`src/hdl/clock_pkg.sv`:
```
`default_nettype none

package clock_pkg;

  // Field and display types
  typedef logic [5:0] time_field_t;
  typedef logic [3:0] bcd_digit_t;
  // Segments a..g, a in the msb, active high
  typedef logic [6:0] seg_pattern_t;

  localparam int NUM_DIGITS = 6;
  // Active low, bit 0 drives the rightmost digit
  typedef logic [NUM_DIGITS-1:0] digit_enable_t;

  typedef enum logic [1:0] {
    MODE_CLOCK = 2'd0,
    MODE_SETUP = 2'd1,
    MODE_ALARM = 2'd2
  } clock_mode_t;

  typedef enum logic [1:0] {
    POS_SEC  = 2'd0,
    POS_MIN  = 2'd1,
    POS_HOUR = 2'd2
  } set_pos_t;

  localparam time_field_t SEC_MAX  = 6'd59;
  localparam time_field_t MIN_MAX  = 6'd59;
  localparam time_field_t HOUR_MAX = 6'd23;

  // Defaults for a 50 MHz system clock
  localparam int DEF_TICKS_PER_SEC = 50_000_000;
  // 1 kHz digit step, whole frame near 167 Hz
  localparam int DEF_SCAN_DIV      = 50_000;
  // 10 ms between button samples
  localparam int DEF_DEBOUNCE_DIV  = 500_000;

  localparam seg_pattern_t SEG_BLANK = 7'b000_0000;

endpackage

`default_nettype wire

```
`src/hdl/tick_gen.sv`:
```
`timescale 1ns/10ps
`default_nettype none

module tick_gen #(
  parameter int DIV = 4
) (
  input  logic clk,
  input  logic rst_n,
  output logic o_tick
);

  localparam int CNT_W = (DIV > 1) ? $clog2(DIV) : 1;
  localparam logic [CNT_W-1:0] CNT_LAST = CNT_W'(DIV - 1);

  logic [CNT_W-1:0] cnt;

  // Pulse is registered, so the first one lands DIV cycles after reset
  always_ff @(posedge clk or negedge rst_n) begin
    if (!rst_n) begin
      cnt    <= '0;
      o_tick <= 1'b0;
    end else if (cnt == CNT_LAST) begin
      cnt    <= '0;
      o_tick <= 1'b1;
    end else begin
      cnt    <= cnt + 1'b1;
      o_tick <= 1'b0;
    end
  end

  if (DIV > 1) begin : g_tick_check
    a_tick_single: assert property (
      @(posedge clk) disable iff (!rst_n) o_tick |=> !o_tick);
  end

endmodule

`default_nettype wire

```
`src/hdl/button_sync.sv`:
```
`timescale 1ns/10ps
`default_nettype none

module button_sync (
  input  logic clk,
  input  logic rst_n,
  input  logic i_btn,
  input  logic i_sample_tick,
  output logic o_press
);

  logic btn_meta;
  logic btn_sync;
  logic btn_sampled;

  // Two flop synchronizer
  always_ff @(posedge clk or negedge rst_n) begin
    if (!rst_n) begin
      btn_meta <= 1'b0;
      btn_sync <= 1'b0;
    end else begin
      btn_meta <= i_btn;
      btn_sync <= btn_meta;
    end
  end

  // Slow sampling rides out contact bounce; one pulse per rising sample
  always_ff @(posedge clk or negedge rst_n) begin
    if (!rst_n) begin
      btn_sampled <= 1'b0;
      o_press     <= 1'b0;
    end else if (i_sample_tick) begin
      btn_sampled <= btn_sync;
      o_press     <= btn_sync & ~btn_sampled;
    end else begin
      o_press <= 1'b0;
    end
  end

endmodule

`default_nettype wire

```
`src/hdl/mode_ctrl.sv`:
```
`timescale 1ns/10ps
`default_nettype none

module mode_ctrl
  import clock_pkg::*;
(
  input  logic clk,
  input  logic rst_n,
  input  logic i_sec_tick,
  input  logic i_mode_press,
  input  logic i_pos_press,
  input  logic i_inc_press,
  input  logic i_alarm_press,
  output logic o_time_run,
  output logic o_time_inc_sec,
  output logic o_time_inc_min,
  output logic o_time_inc_hour,
  output logic o_alarm_inc_sec,
  output logic o_alarm_inc_min,
  output logic o_alarm_inc_hour,
  output logic o_alarm_en,
  output logic o_show_alarm
);

  clock_mode_t mode;
  set_pos_t    pos;
  logic        alarm_en;
  logic        setup_inc;
  logic        alarm_inc;

  always_ff @(posedge clk or negedge rst_n) begin
    if (!rst_n) begin
      mode     <= MODE_CLOCK;
      pos      <= POS_SEC;
      alarm_en <= 1'b0;
    end else begin
      if (i_mode_press) begin
        case (mode)
          MODE_CLOCK: mode <= MODE_SETUP;
          MODE_SETUP: mode <= MODE_ALARM;
          default:    mode <= MODE_CLOCK;
        endcase
      end
      if (i_pos_press) begin
        case (pos)
          POS_SEC: pos <= POS_MIN;
          POS_MIN: pos <= POS_HOUR;
          default: pos <= POS_SEC;
        endcase
      end
      if (i_alarm_press) begin
        alarm_en <= ~alarm_en;
      end
    end
  end

  // ------------------------------------------------------------------
  // Steering to the two counters
  // ------------------------------------------------------------------
  // Time of day keeps running while the alarm is being set
  assign o_time_run = i_sec_tick && (mode != MODE_SETUP);

  assign setup_inc = i_inc_press && (mode == MODE_SETUP);
  assign alarm_inc = i_inc_press && (mode == MODE_ALARM);

  assign o_time_inc_sec   = setup_inc && (pos == POS_SEC);
  assign o_time_inc_min   = setup_inc && (pos == POS_MIN);
  assign o_time_inc_hour  = setup_inc && (pos == POS_HOUR);
  assign o_alarm_inc_sec  = alarm_inc && (pos == POS_SEC);
  assign o_alarm_inc_min  = alarm_inc && (pos == POS_MIN);
  assign o_alarm_inc_hour = alarm_inc && (pos == POS_HOUR);

  assign o_alarm_en   = alarm_en;
  assign o_show_alarm = (mode == MODE_ALARM);

  a_inc_onehot: assert property (@(posedge clk) disable iff (!rst_n)
    $onehot0({o_time_inc_sec, o_time_inc_min, o_time_inc_hour,
              o_alarm_inc_sec, o_alarm_inc_min, o_alarm_inc_hour}));

endmodule

`default_nettype wire

```
`src/hdl/hms_counter.sv`:
```
`timescale 1ns/10ps
`default_nettype none

module hms_counter
  import clock_pkg::*;
#(
  parameter bit FREE_RUN = 1'b1
) (
  input  logic        clk,
  input  logic        rst_n,
  input  logic        i_run,
  input  logic        i_inc_sec,
  input  logic        i_inc_min,
  input  logic        i_inc_hour,
  output time_field_t o_sec,
  output time_field_t o_min,
  output time_field_t o_hour
);

  logic run;

  function automatic time_field_t wrap_inc(time_field_t value, time_field_t max);
    return (value == max) ? '0 : value + 6'd1;
  endfunction

  // Alarm copy never advances by itself
  assign run = FREE_RUN && i_run;

  always_ff @(posedge clk or negedge rst_n) begin
    if (!rst_n) begin
      o_sec  <= '0;
      o_min  <= '0;
      o_hour <= '0;
    end else if (run) begin
      o_sec <= wrap_inc(o_sec, SEC_MAX);
      if (o_sec == SEC_MAX) begin
        o_min <= wrap_inc(o_min, MIN_MAX);
        if (o_min == MIN_MAX) begin
          o_hour <= wrap_inc(o_hour, HOUR_MAX);
        end
      end
    end else begin
      // Set increments touch only their own field, no carry
      if (i_inc_sec) begin
        o_sec <= wrap_inc(o_sec, SEC_MAX);
      end
      if (i_inc_min) begin
        o_min <= wrap_inc(o_min, MIN_MAX);
      end
      if (i_inc_hour) begin
        o_hour <= wrap_inc(o_hour, HOUR_MAX);
      end
    end
  end

  a_field_range: assert property (@(posedge clk) disable iff (!rst_n)
    (o_sec <= SEC_MAX) && (o_min <= MIN_MAX) && (o_hour <= HOUR_MAX));

endmodule

`default_nettype wire

```
`src/hdl/alarm_match.sv`:
```
`timescale 1ns/10ps
`default_nettype none

module alarm_match
  import clock_pkg::*;
(
  input  logic        clk,
  input  logic        rst_n,
  input  logic        i_alarm_en,
  input  time_field_t i_sec,
  input  time_field_t i_min,
  input  time_field_t i_hour,
  input  time_field_t i_alarm_sec,
  input  time_field_t i_alarm_min,
  input  time_field_t i_alarm_hour,
  output logic        o_alarm
);

  logic time_match;

  assign time_match = (i_sec == i_alarm_sec) && (i_min == i_alarm_min) &&
                      (i_hour == i_alarm_hour);

  // Flag sticks after the match second; only disabling clears it
  always_ff @(posedge clk or negedge rst_n) begin
    if (!rst_n) begin
      o_alarm <= 1'b0;
    end else begin
      o_alarm <= i_alarm_en && (time_match || o_alarm);
    end
  end

endmodule

`default_nettype wire

```
`src/hdl/seg_display.sv`:
```
`timescale 1ns/10ps
`default_nettype none

module seg_display
  import clock_pkg::*;
(
  input  logic          clk,
  input  logic          rst_n,
  input  logic          i_scan_tick,
  input  logic          i_show_alarm,
  input  time_field_t   i_sec,
  input  time_field_t   i_min,
  input  time_field_t   i_hour,
  input  time_field_t   i_alarm_sec,
  input  time_field_t   i_alarm_min,
  input  time_field_t   i_alarm_hour,
  output seg_pattern_t  o_seg,
  output digit_enable_t o_seg_enb
);

  localparam logic [2:0] IDX_LAST = 3'(NUM_DIGITS - 1);

  time_field_t sel_sec;
  time_field_t sel_min;
  time_field_t sel_hour;
  logic [2:0]  digit_idx;
  logic [2:0]  next_idx;
  logic [2:0]  cur_idx;
  bcd_digit_t  cur_digit;

  function automatic seg_pattern_t digit_to_seg(bcd_digit_t digit);
    case (digit)
      4'd0:    return 7'b111_1110;
      4'd1:    return 7'b011_0000;
      4'd2:    return 7'b110_1101;
      4'd3:    return 7'b111_1001;
      4'd4:    return 7'b011_0011;
      4'd5:    return 7'b101_1011;
      4'd6:    return 7'b101_1111;
      4'd7:    return 7'b111_0000;
      4'd8:    return 7'b111_1111;
      4'd9:    return 7'b111_0011;
      default: return SEG_BLANK;
    endcase
  endfunction

  assign sel_sec  = i_show_alarm ? i_alarm_sec  : i_sec;
  assign sel_min  = i_show_alarm ? i_alarm_min  : i_min;
  assign sel_hour = i_show_alarm ? i_alarm_hour : i_hour;

  // ------------------------------------------------------------------
  // Scan position, digit 0 is seconds ones
  // ------------------------------------------------------------------
  assign next_idx = (digit_idx == IDX_LAST) ? 3'd0 : digit_idx + 3'd1;
  // Look ahead on the tick so pattern and enable switch together
  assign cur_idx  = i_scan_tick ? next_idx : digit_idx;

  always_comb begin
    case (cur_idx)
      3'd0:    cur_digit = bcd_digit_t'(sel_sec % 6'd10);
      3'd1:    cur_digit = bcd_digit_t'(sel_sec / 6'd10);
      3'd2:    cur_digit = bcd_digit_t'(sel_min % 6'd10);
      3'd3:    cur_digit = bcd_digit_t'(sel_min / 6'd10);
      3'd4:    cur_digit = bcd_digit_t'(sel_hour % 6'd10);
      default: cur_digit = bcd_digit_t'(sel_hour / 6'd10);
    endcase
  end

  always_ff @(posedge clk or negedge rst_n) begin
    if (!rst_n) begin
      digit_idx <= 3'd0;
      o_seg     <= SEG_BLANK;
      o_seg_enb <= ~digit_enable_t'(1);
    end else begin
      digit_idx <= cur_idx;
      o_seg     <= digit_to_seg(cur_digit);
      o_seg_enb <= ~(digit_enable_t'(1) << cur_idx);
    end
  end

  a_one_digit: assert property (@(posedge clk) disable iff (!rst_n)
    $countones(o_seg_enb) == NUM_DIGITS - 1);

endmodule

`default_nettype wire

```
`src/hdl/digital_clock_top.sv`:
```
`timescale 1ns/10ps
`default_nettype none

module digital_clock_top
  import clock_pkg::*;
#(
  parameter int TICKS_PER_SEC = DEF_TICKS_PER_SEC,
  parameter int SCAN_DIV      = DEF_SCAN_DIV,
  parameter int DEBOUNCE_DIV  = DEF_DEBOUNCE_DIV
) (
  input  logic          clk,
  input  logic          rst_n,
  input  logic          i_btn_mode,
  input  logic          i_btn_pos,
  input  logic          i_btn_inc,
  input  logic          i_btn_alarm,
  output seg_pattern_t  o_seg,
  output digit_enable_t o_seg_enb,
  output logic          o_alarm
);

  logic        sec_tick;
  logic        scan_tick;
  logic        sample_tick;
  logic        mode_press;
  logic        pos_press;
  logic        inc_press;
  logic        alarm_press;
  logic        time_run;
  logic        time_inc_sec;
  logic        time_inc_min;
  logic        time_inc_hour;
  logic        alarm_inc_sec;
  logic        alarm_inc_min;
  logic        alarm_inc_hour;
  logic        alarm_en;
  logic        show_alarm;
  time_field_t time_sec;
  time_field_t time_min;
  time_field_t time_hour;
  time_field_t alarm_sec;
  time_field_t alarm_min;
  time_field_t alarm_hour;

  // ------------------------------------------------------------------
  // Enable ticks and buttons
  // ------------------------------------------------------------------
  tick_gen #(.DIV(TICKS_PER_SEC)) sec_tick_inst (
    .clk(clk), .rst_n(rst_n), .o_tick(sec_tick));
  tick_gen #(.DIV(SCAN_DIV)) scan_tick_inst (
    .clk(clk), .rst_n(rst_n), .o_tick(scan_tick));
  tick_gen #(.DIV(DEBOUNCE_DIV)) sample_tick_inst (
    .clk(clk), .rst_n(rst_n), .o_tick(sample_tick));

  button_sync mode_btn_inst (.clk(clk), .rst_n(rst_n), .i_btn(i_btn_mode),
    .i_sample_tick(sample_tick), .o_press(mode_press));
  button_sync pos_btn_inst (.clk(clk), .rst_n(rst_n), .i_btn(i_btn_pos),
    .i_sample_tick(sample_tick), .o_press(pos_press));
  button_sync inc_btn_inst (.clk(clk), .rst_n(rst_n), .i_btn(i_btn_inc),
    .i_sample_tick(sample_tick), .o_press(inc_press));
  button_sync alarm_btn_inst (.clk(clk), .rst_n(rst_n), .i_btn(i_btn_alarm),
    .i_sample_tick(sample_tick), .o_press(alarm_press));

  // ------------------------------------------------------------------
  // Control, counters, alarm and display
  // ------------------------------------------------------------------
  mode_ctrl mode_ctrl_inst (
    .clk(clk), .rst_n(rst_n), .i_sec_tick(sec_tick),
    .i_mode_press(mode_press), .i_pos_press(pos_press),
    .i_inc_press(inc_press), .i_alarm_press(alarm_press),
    .o_time_run(time_run), .o_time_inc_sec(time_inc_sec),
    .o_time_inc_min(time_inc_min), .o_time_inc_hour(time_inc_hour),
    .o_alarm_inc_sec(alarm_inc_sec), .o_alarm_inc_min(alarm_inc_min),
    .o_alarm_inc_hour(alarm_inc_hour), .o_alarm_en(alarm_en),
    .o_show_alarm(show_alarm));

  hms_counter #(.FREE_RUN(1'b1)) time_cnt_inst (
    .clk(clk), .rst_n(rst_n), .i_run(time_run),
    .i_inc_sec(time_inc_sec), .i_inc_min(time_inc_min), .i_inc_hour(time_inc_hour),
    .o_sec(time_sec), .o_min(time_min), .o_hour(time_hour));

  hms_counter #(.FREE_RUN(1'b0)) alarm_cnt_inst (
    .clk(clk), .rst_n(rst_n), .i_run(1'b0),
    .i_inc_sec(alarm_inc_sec), .i_inc_min(alarm_inc_min), .i_inc_hour(alarm_inc_hour),
    .o_sec(alarm_sec), .o_min(alarm_min), .o_hour(alarm_hour));

  alarm_match alarm_match_inst (
    .clk(clk), .rst_n(rst_n), .i_alarm_en(alarm_en),
    .i_sec(time_sec), .i_min(time_min), .i_hour(time_hour),
    .i_alarm_sec(alarm_sec), .i_alarm_min(alarm_min), .i_alarm_hour(alarm_hour),
    .o_alarm(o_alarm));

  seg_display seg_display_inst (
    .clk(clk), .rst_n(rst_n), .i_scan_tick(scan_tick), .i_show_alarm(show_alarm),
    .i_sec(time_sec), .i_min(time_min), .i_hour(time_hour),
    .i_alarm_sec(alarm_sec), .i_alarm_min(alarm_min), .i_alarm_hour(alarm_hour),
    .o_seg(o_seg), .o_seg_enb(o_seg_enb));

endmodule

`default_nettype wire

```
`config.mk`:
```
export PLATFORM = sky130hd
export DESIGN_NAME = digital_clock_top
export DESIGN_NICKNAME = d
export VERILOG_FILES = /design/src/hdl/clock_pkg.sv /design/src/hdl/tick_gen.sv /design/src/hdl/button_sync.sv /design/src/hdl/mode_ctrl.sv /design/src/hdl/hms_counter.sv /design/src/hdl/alarm_match.sv /design/src/hdl/seg_display.sv /design/src/hdl/digital_clock_top.sv
export SDC_FILE = /design/constraint.sdc
export NUM_CORES = 1
export LEC_CHECK = 0
export BUFFER_PORTS_ARGS = -buffer_cell sky130_fd_sc_hd__buf_2
export CORE_AREA = 2 2 123 125
export CTS_CLUSTER_SIZE = 16
export DETAILED_ROUTE_END_ITERATION = 8
export DIE_AREA = 0 0 125 127
export GPL_TIMING_DRIVEN = 0
export HOLD_SLACK_MARGIN = 0.15
export PLACE_DENSITY_LB_ADDON = 0.1
export SLEW_MARGIN = 15
export SYNTH_ARGS = -nofsm -noshare
export SYNTH_HDL_FRONTEND = slang
export SYNTH_HIERARCHICAL = 1
export SYNTH_SLANG_ARGS = --single-unit
```
`constraint.sdc`:
```
create_clock -name clk -period 4.4 [get_ports clk]
set_clock_uncertainty 0.05 [all_clocks]
set_input_delay 0.22 -clock clk [delete_from_list [all_inputs] [get_ports clk]]
set_output_delay 0.22 -clock clk [all_outputs]
set_load 0.01 [all_outputs]
```
-- After elaboration in Yosys (flattened, before gate mapping)
Memory sizes are Yosys's and may differ from the RTL's. A register that Yosys moved wholly into a read port is not among the register bits.
Cells that the tools add are included.
- add/subtract/negate cells: 10
- div/mod/pow operators: 6
- eq/ne operators: 24
- shifts and indexed selects: 1
- mux-type cells: 33
- bitwise gates (word level): 10
- reductions and logical operators: 22
- operators with widths (cell ; count):
    $mux 6 ; 18
    $add 6x1->6 const B ; 6
    $add 26x1->26 const B ; 1
    $eq 26x26->1 const B ; 1
    $mux 26 ; 1
    $eq 6x6->1 const B ; 4
    $pmux 4 s5 ; 1
    $add 19x1->19 const B ; 1
    $eq 19x19->1 const B ; 1
    $mux 19 ; 1
    $div 6x4->6 const B ; 3
    $eq 6x6->1 ; 3
    $mod 6x4->6 const B ; 3
    $add 16x1->16 const B ; 1
    $eq 16x16->1 const B ; 1
    $mux 16 ; 1
    $eq 6x5->1 const B ; 2
    $logic_and 1x1->1 ; 12
    $pmux 2 s2 ; 2
    $mux 1 ; 7
    $eq 3x2->1 const B ; 2
    $eq 3x3->1 const B ; 2
    $mux 3 ; 2
    $ne 2x1->1 const B ; 3
    15 further kinds ; 27
- register bits after elaboration: 131
- ROM bits: 112
- input port bits: 6
- output and inout bits: 14
- word-level logic and storage cells: 141
- memories: 1
- memories (memory ; words ; bits a word ; rd ports ; clocked after memory_dff ; write ports ; RTL line ; text):
    (name not given) ; 16 ; 7 ; 1 ; 1 ; 0 ; seg_display.sv:32 ; case (digit)

-- Longest topological paths before layout
- depth in word-level cells: 5
- mapped depth: 20
- depth with buffers taken out: 18

-- Cells and area by module
The synthesis kept the hierarchy.
- by module, submodules not included (module ; times used ; cells an instance ; area each (um^2) ; sequential area each (um^2)):
    seg_display ; 1 ; 205 ; 1888.1 ; 406.6
    tick_gen at sec_tick_inst ; 1 ; 135 ; 1362.6 ; 675.6
    hms_counter at time_cnt_inst ; 1 ; 92 ; 992.2 ; 450.4
    tick_gen at sample_tick_inst ; 1 ; 86 ; 942.2 ; 500.5
    hms_counter at alarm_cnt_inst ; 1 ; 81 ; 865.8 ; 450.4
    tick_gen at scan_tick_inst ; 1 ; 68 ; 787.0 ; 425.4
    button_sync ; 4 ; 6 ; 125.1 ; 100.1
    mode_ctrl ; 1 ; 27 ; 257.7 ; 125.1
    alarm_match ; 1 ; 26 ; 227.7 ; 25.0
    digital_clock_top ; 1 ; 1 ; 3.8 ; 0.0

-- Least setup slack after synthesis
No wires, ideal clock.
- path kind: register to register
- start: reg mode_ctrl_inst.mode[1]
- end: reg seg_display_inst.o_seg[3]
- setup time: 0.125 ns
- data arrival time: 4.083 ns
- required time: 4.225 ns
- slack: 0.141 ns
- stages on the path, launching flop included: 19
- buffers on the path: 2
- period minus slack after synthesis: 4.259 ns
- cells stage by stage: dfrtp_1 > inv_1 > nor2_1 > buf_2 > buf_2 > mux2i_1 > a21oi_1 > a221o_1 > nor3_1 > nor2_1 > ha_1 > a221oi_2 > a21oi_2 > a211o_1 > a21oi_4 > inv_1 > ha_1 > mux2i_1 > a2bb2o_1
- longest elaborated chain between the ends: 4
- elaborated cells on any way between the ends: 11
- those cells by class: div: 6; eq/ne: 1; mux: 4
- ends and longest elaborated chain (element ; RTL line ; text):
    from (decl) ; mode_ctrl.sv:25 ; clock_mode_t mode;
    from (signal assigned) ; mode_ctrl.sv:33 ; mode <= MODE_CLOCK;
    from (signal assigned) ; mode_ctrl.sv:39 ; MODE_CLOCK: mode <= MODE_SETUP;
    from (signal assigned) ; mode_ctrl.sv:40 ; MODE_SETUP: mode <= MODE_ALARM;
    $eq 2x2->1 (*) ; mode_ctrl.sv:74 ; assign o_show_alarm = (mode == MODE_ALARM);
    named net show_alarm ; digital_clock_top.sv:37 ; logic show_alarm;
    $mux 6 (on tied branches) ; seg_display.sv:49, seg_display.sv:47, seg_display.sv:48 ;
    $div 6x4->6, or another cell as far along ; seg_display.sv:65 ; default: cur_digit = bcd_digit_t'(sel_hour / 6'd10);
    $pmux 4 s5 (*) ; seg_display.sv:59 ; case (cur_idx)
    to (decl) ; seg_display.sv:17 ; output seg_pattern_t o_seg,
The timed path passes the listed nets; every way through them passes the cells marked *.
A chain may end at the register's enable or synchronous reset.

-- Worst setup path in the final report
- start: reg seg_display_inst.digit_idx[1]
- end: reg seg_display_inst.o_seg[3]
- longest elaborated chain between the ends: 5
- elaborated cells on any way between the ends: 10
- those cells by class: add/sub: 1; eq/ne: 5; mux: 3; reduce/logical: 1
- ends and longest elaborated chain (element ; RTL line ; text):
    from (decl) ; seg_display.sv:26 ; logic [2:0] digit_idx;
    from (signal assigned) ; seg_display.sv:75 ; digit_idx <= cur_idx;
    $add 3x1->3 or $eq 3x3->1 (tied branches) ; seg_display.sv:54 ; assign next_idx = (digit_idx == IDX_LAST) ? 3'd0 : digit_idx + 3'd1;
    $mux 3 ; seg_display.sv:54 ;
    $mux 3 (*) ; seg_display.sv:56 ; assign cur_idx = i_scan_tick ? next_idx : digit_idx;
    $eq 3x3->1, or another cell as far along ; seg_display.sv:59 ;
    $pmux 4 s5 (*) ; seg_display.sv:59 ;
Every way passes the cells marked *; elsewhere a longest branch is shown, timed or not.

==> reports/metrics.yaml <==
ff2ff_path_depth: 15
synthCells: 744
cpPeakStageDelay_ns: 0.51
routed-via-count: 5873
slew_headroom: 0.574
timing.final.crit_share: 0.946
criticalPathCategory: "flop to flop"
drv_slew: 0
grt_use_met3: 0.0557
final_antenna_net_count: 0
cts.sinks: 138
peakVddDrop_mv: 0.320
die_x_um: 125
fin_nets: 828
critPathSlowestCell: "or4b_1"
tightest_slew_ns: 0.638
hold_viol: 0
final_util: 0.622
initial_utilization: 0.542
drt-initial-drc-count: 339
setup_slack_ns: 0.239
grt_max_degree: 111
post-place-ws_ns: -0.608
rr_endpoint: "seg_display_inst/o_seg[3]"
cp-start-kind: "flop"
grt_overflow_total: 0
r2r_slack_ns: 0.24
synth_warnings: 6
fp.dieH_um: 127
fillers: 1157
worstHoldPathType: "primary input to async pin"
setup_viol: 0
crit_buf_inv: 2
arrival_ns: 4.43
dpl.hpwl_um: 11300
critPathCapture: "seg_display_inst/o_seg[3]"
die-area_um2: 15900
grt.total_usage: 0.212
antenna_cells: 0
p_per_area_nw_per_um2: 304
cp_cell_sequence: "or4b_1, buf_2, o211a_4, a221oi_4, and2_2, nor2_1, ha_1, a221oi_4, a21oi_2, a211o_1, a21oi_4, inv_1, ha_1, mux2i_1, a2bb2o_1"
layout_commonest_cell: "dfrtp_1"
busiest_layer: "met2"
drt-total-wl_um: 16000
io-pin-count: 20
firstDrtPassIters: 5
drive_gt1_frac: 0.198
startpoint: "seg_display_inst/digit_idx[1]"
drc: 0
tns_ns: 0
dpl_cell_area_um2: 8190
area_growth_syn_to_layout_pct: 14.7
met2_usage: 0.342
fin_crit_ns: 4.16
clockBufferDepth: 2
cp.depth: 15
critPathRequiredTime_ns: 4.66
gp_congestion: 0.853
cts.root.buffer_cell: "clkbuf_16"
crit_path_max_fanout: 7
clk_pin_slew_ns: 0.06
outcome: "finished, final reports clean"
cts_buffers: 17
clkLatencyLatePin_ns: 0.43
post-route-cell-area_um2: 8980
end_kind: "flop"
met1_usage: 0.278
reg2reg_from: "seg_display_inst/digit_idx[1]"
fmax_mhz: 240
postSynthAreaPerCell_um2: 10.5
vias_per_cell: 5.89
maxCapViolCount: 0
cts_max_level: 4
grt_pass1_wl_um: 27200
layout_common_cells: "dfrtp_1, nand2_1, nor2_1"
synth_fp_nets: 772
io_buffers: 19
path_delay_family: "compound AO/OA/AOI/OAI gates"
wl_per_cell_um: 16.0
core.rowCount: 44
leakagePower_nw: 3.84
cts_tree: "yes"
antenna_found_initial: 0
netlist_area_um2: 7820
placeableCoreArea_um2: 14400
grt_pass1_vias: 5695
==> repair_timing <==
action                                  in CTS  in global routing
gates resized for setup                      8                  6
hold buffers                                 5                  0
endpoints found under the setup margin       7                  7
pin swaps                                    1                  4
buffers inserted                             2                 10
cloned                                       0                  0
hold endpoints to repair                   142                  0
==> report_power, final <==
part | internal (mW) | switching [mW] | total, mW | leakage [nW]
clock | 0.843 | 0.578 | 1.42 | 0.283
combinational | 0.00795 | 0.0251 | 0.0330 | 1.74
sequential | 1.27 | 0.00131 | 1.27 | 1.82
==> routing by layer <==
layer | part of all wire | vias to the layer above | wire length [um]
met1 | 0.47 | 2890 | 7540
li1 | - | 2861 | -
met4 | 0.018 | 0 | 295
met2 | 0.48 | 99 | 7620
met5 | 0 | - | 0
met3 | 0.031 | 23 | 491
==> through the flow <==
stage,hold slack [ns],power (mW),std cells
floorplan,-0.126,1.30,744
global placement,0.278,1.32,947
detailed placement,0.0384,1.33,948
CTS,0.174,2.76,987
global route,0.195,2.83,997
finish,0.184,2.73,997
==> worst min-delay path by stage <==
stage	end	slack [ns]	cells after the start
CTS	time_cnt_inst/o_min[5]	0.17	2
detailed placement	alarm_cnt_inst/o_min[2]	0.04	1
global placement	mode_btn_inst/btn_meta	0.28	1
floorplan	alarm_btn_inst/btn_meta	-0.13	0
finish	time_cnt_inst/o_min[5]	0.18	2
global route	time_cnt_inst/o_min[5]	0.20	2
==> registers in the layout (all words and copies together) (netlist names), 2 cells and up <==
name and count:
time_cnt_inst/o_hour 6, sample_tick_inst/cnt 19, seg_display_inst/o_seg 7, seg_display_inst/digit_idx 3, time_cnt_inst/o_sec 6, sec_tick_inst/cnt 26
alarm_cnt_inst/o_sec 6, mode_ctrl_inst/pos 2, alarm_cnt_inst/o_min 6, alarm_cnt_inst/o_hour 6, mode_ctrl_inst/mode 2, time_cnt_inst/o_min 6
seg_display_inst/o_seg_enb 6, scan_tick_inst/cnt 16
==> layout make-up <==
type | instances | area, um^2 | area share
Multi-Input combinational cell | 569 | 4250 | 0.473
Sequential cell | 138 | 3460 | 0.386
Clock buffer | 17 | 425 | 0.0474
Timing Repair Buffer | 37 | 273 | 0.0304
Tap cell | 184 | 230 | 0.0256
Clock inverter | 15 | 161 | 0.0180
Buffer | 15 | 95.1 | 0.0106
Inverter | 22 | 82.6 | 0.00920
Power figures use the tool's default switching activity.
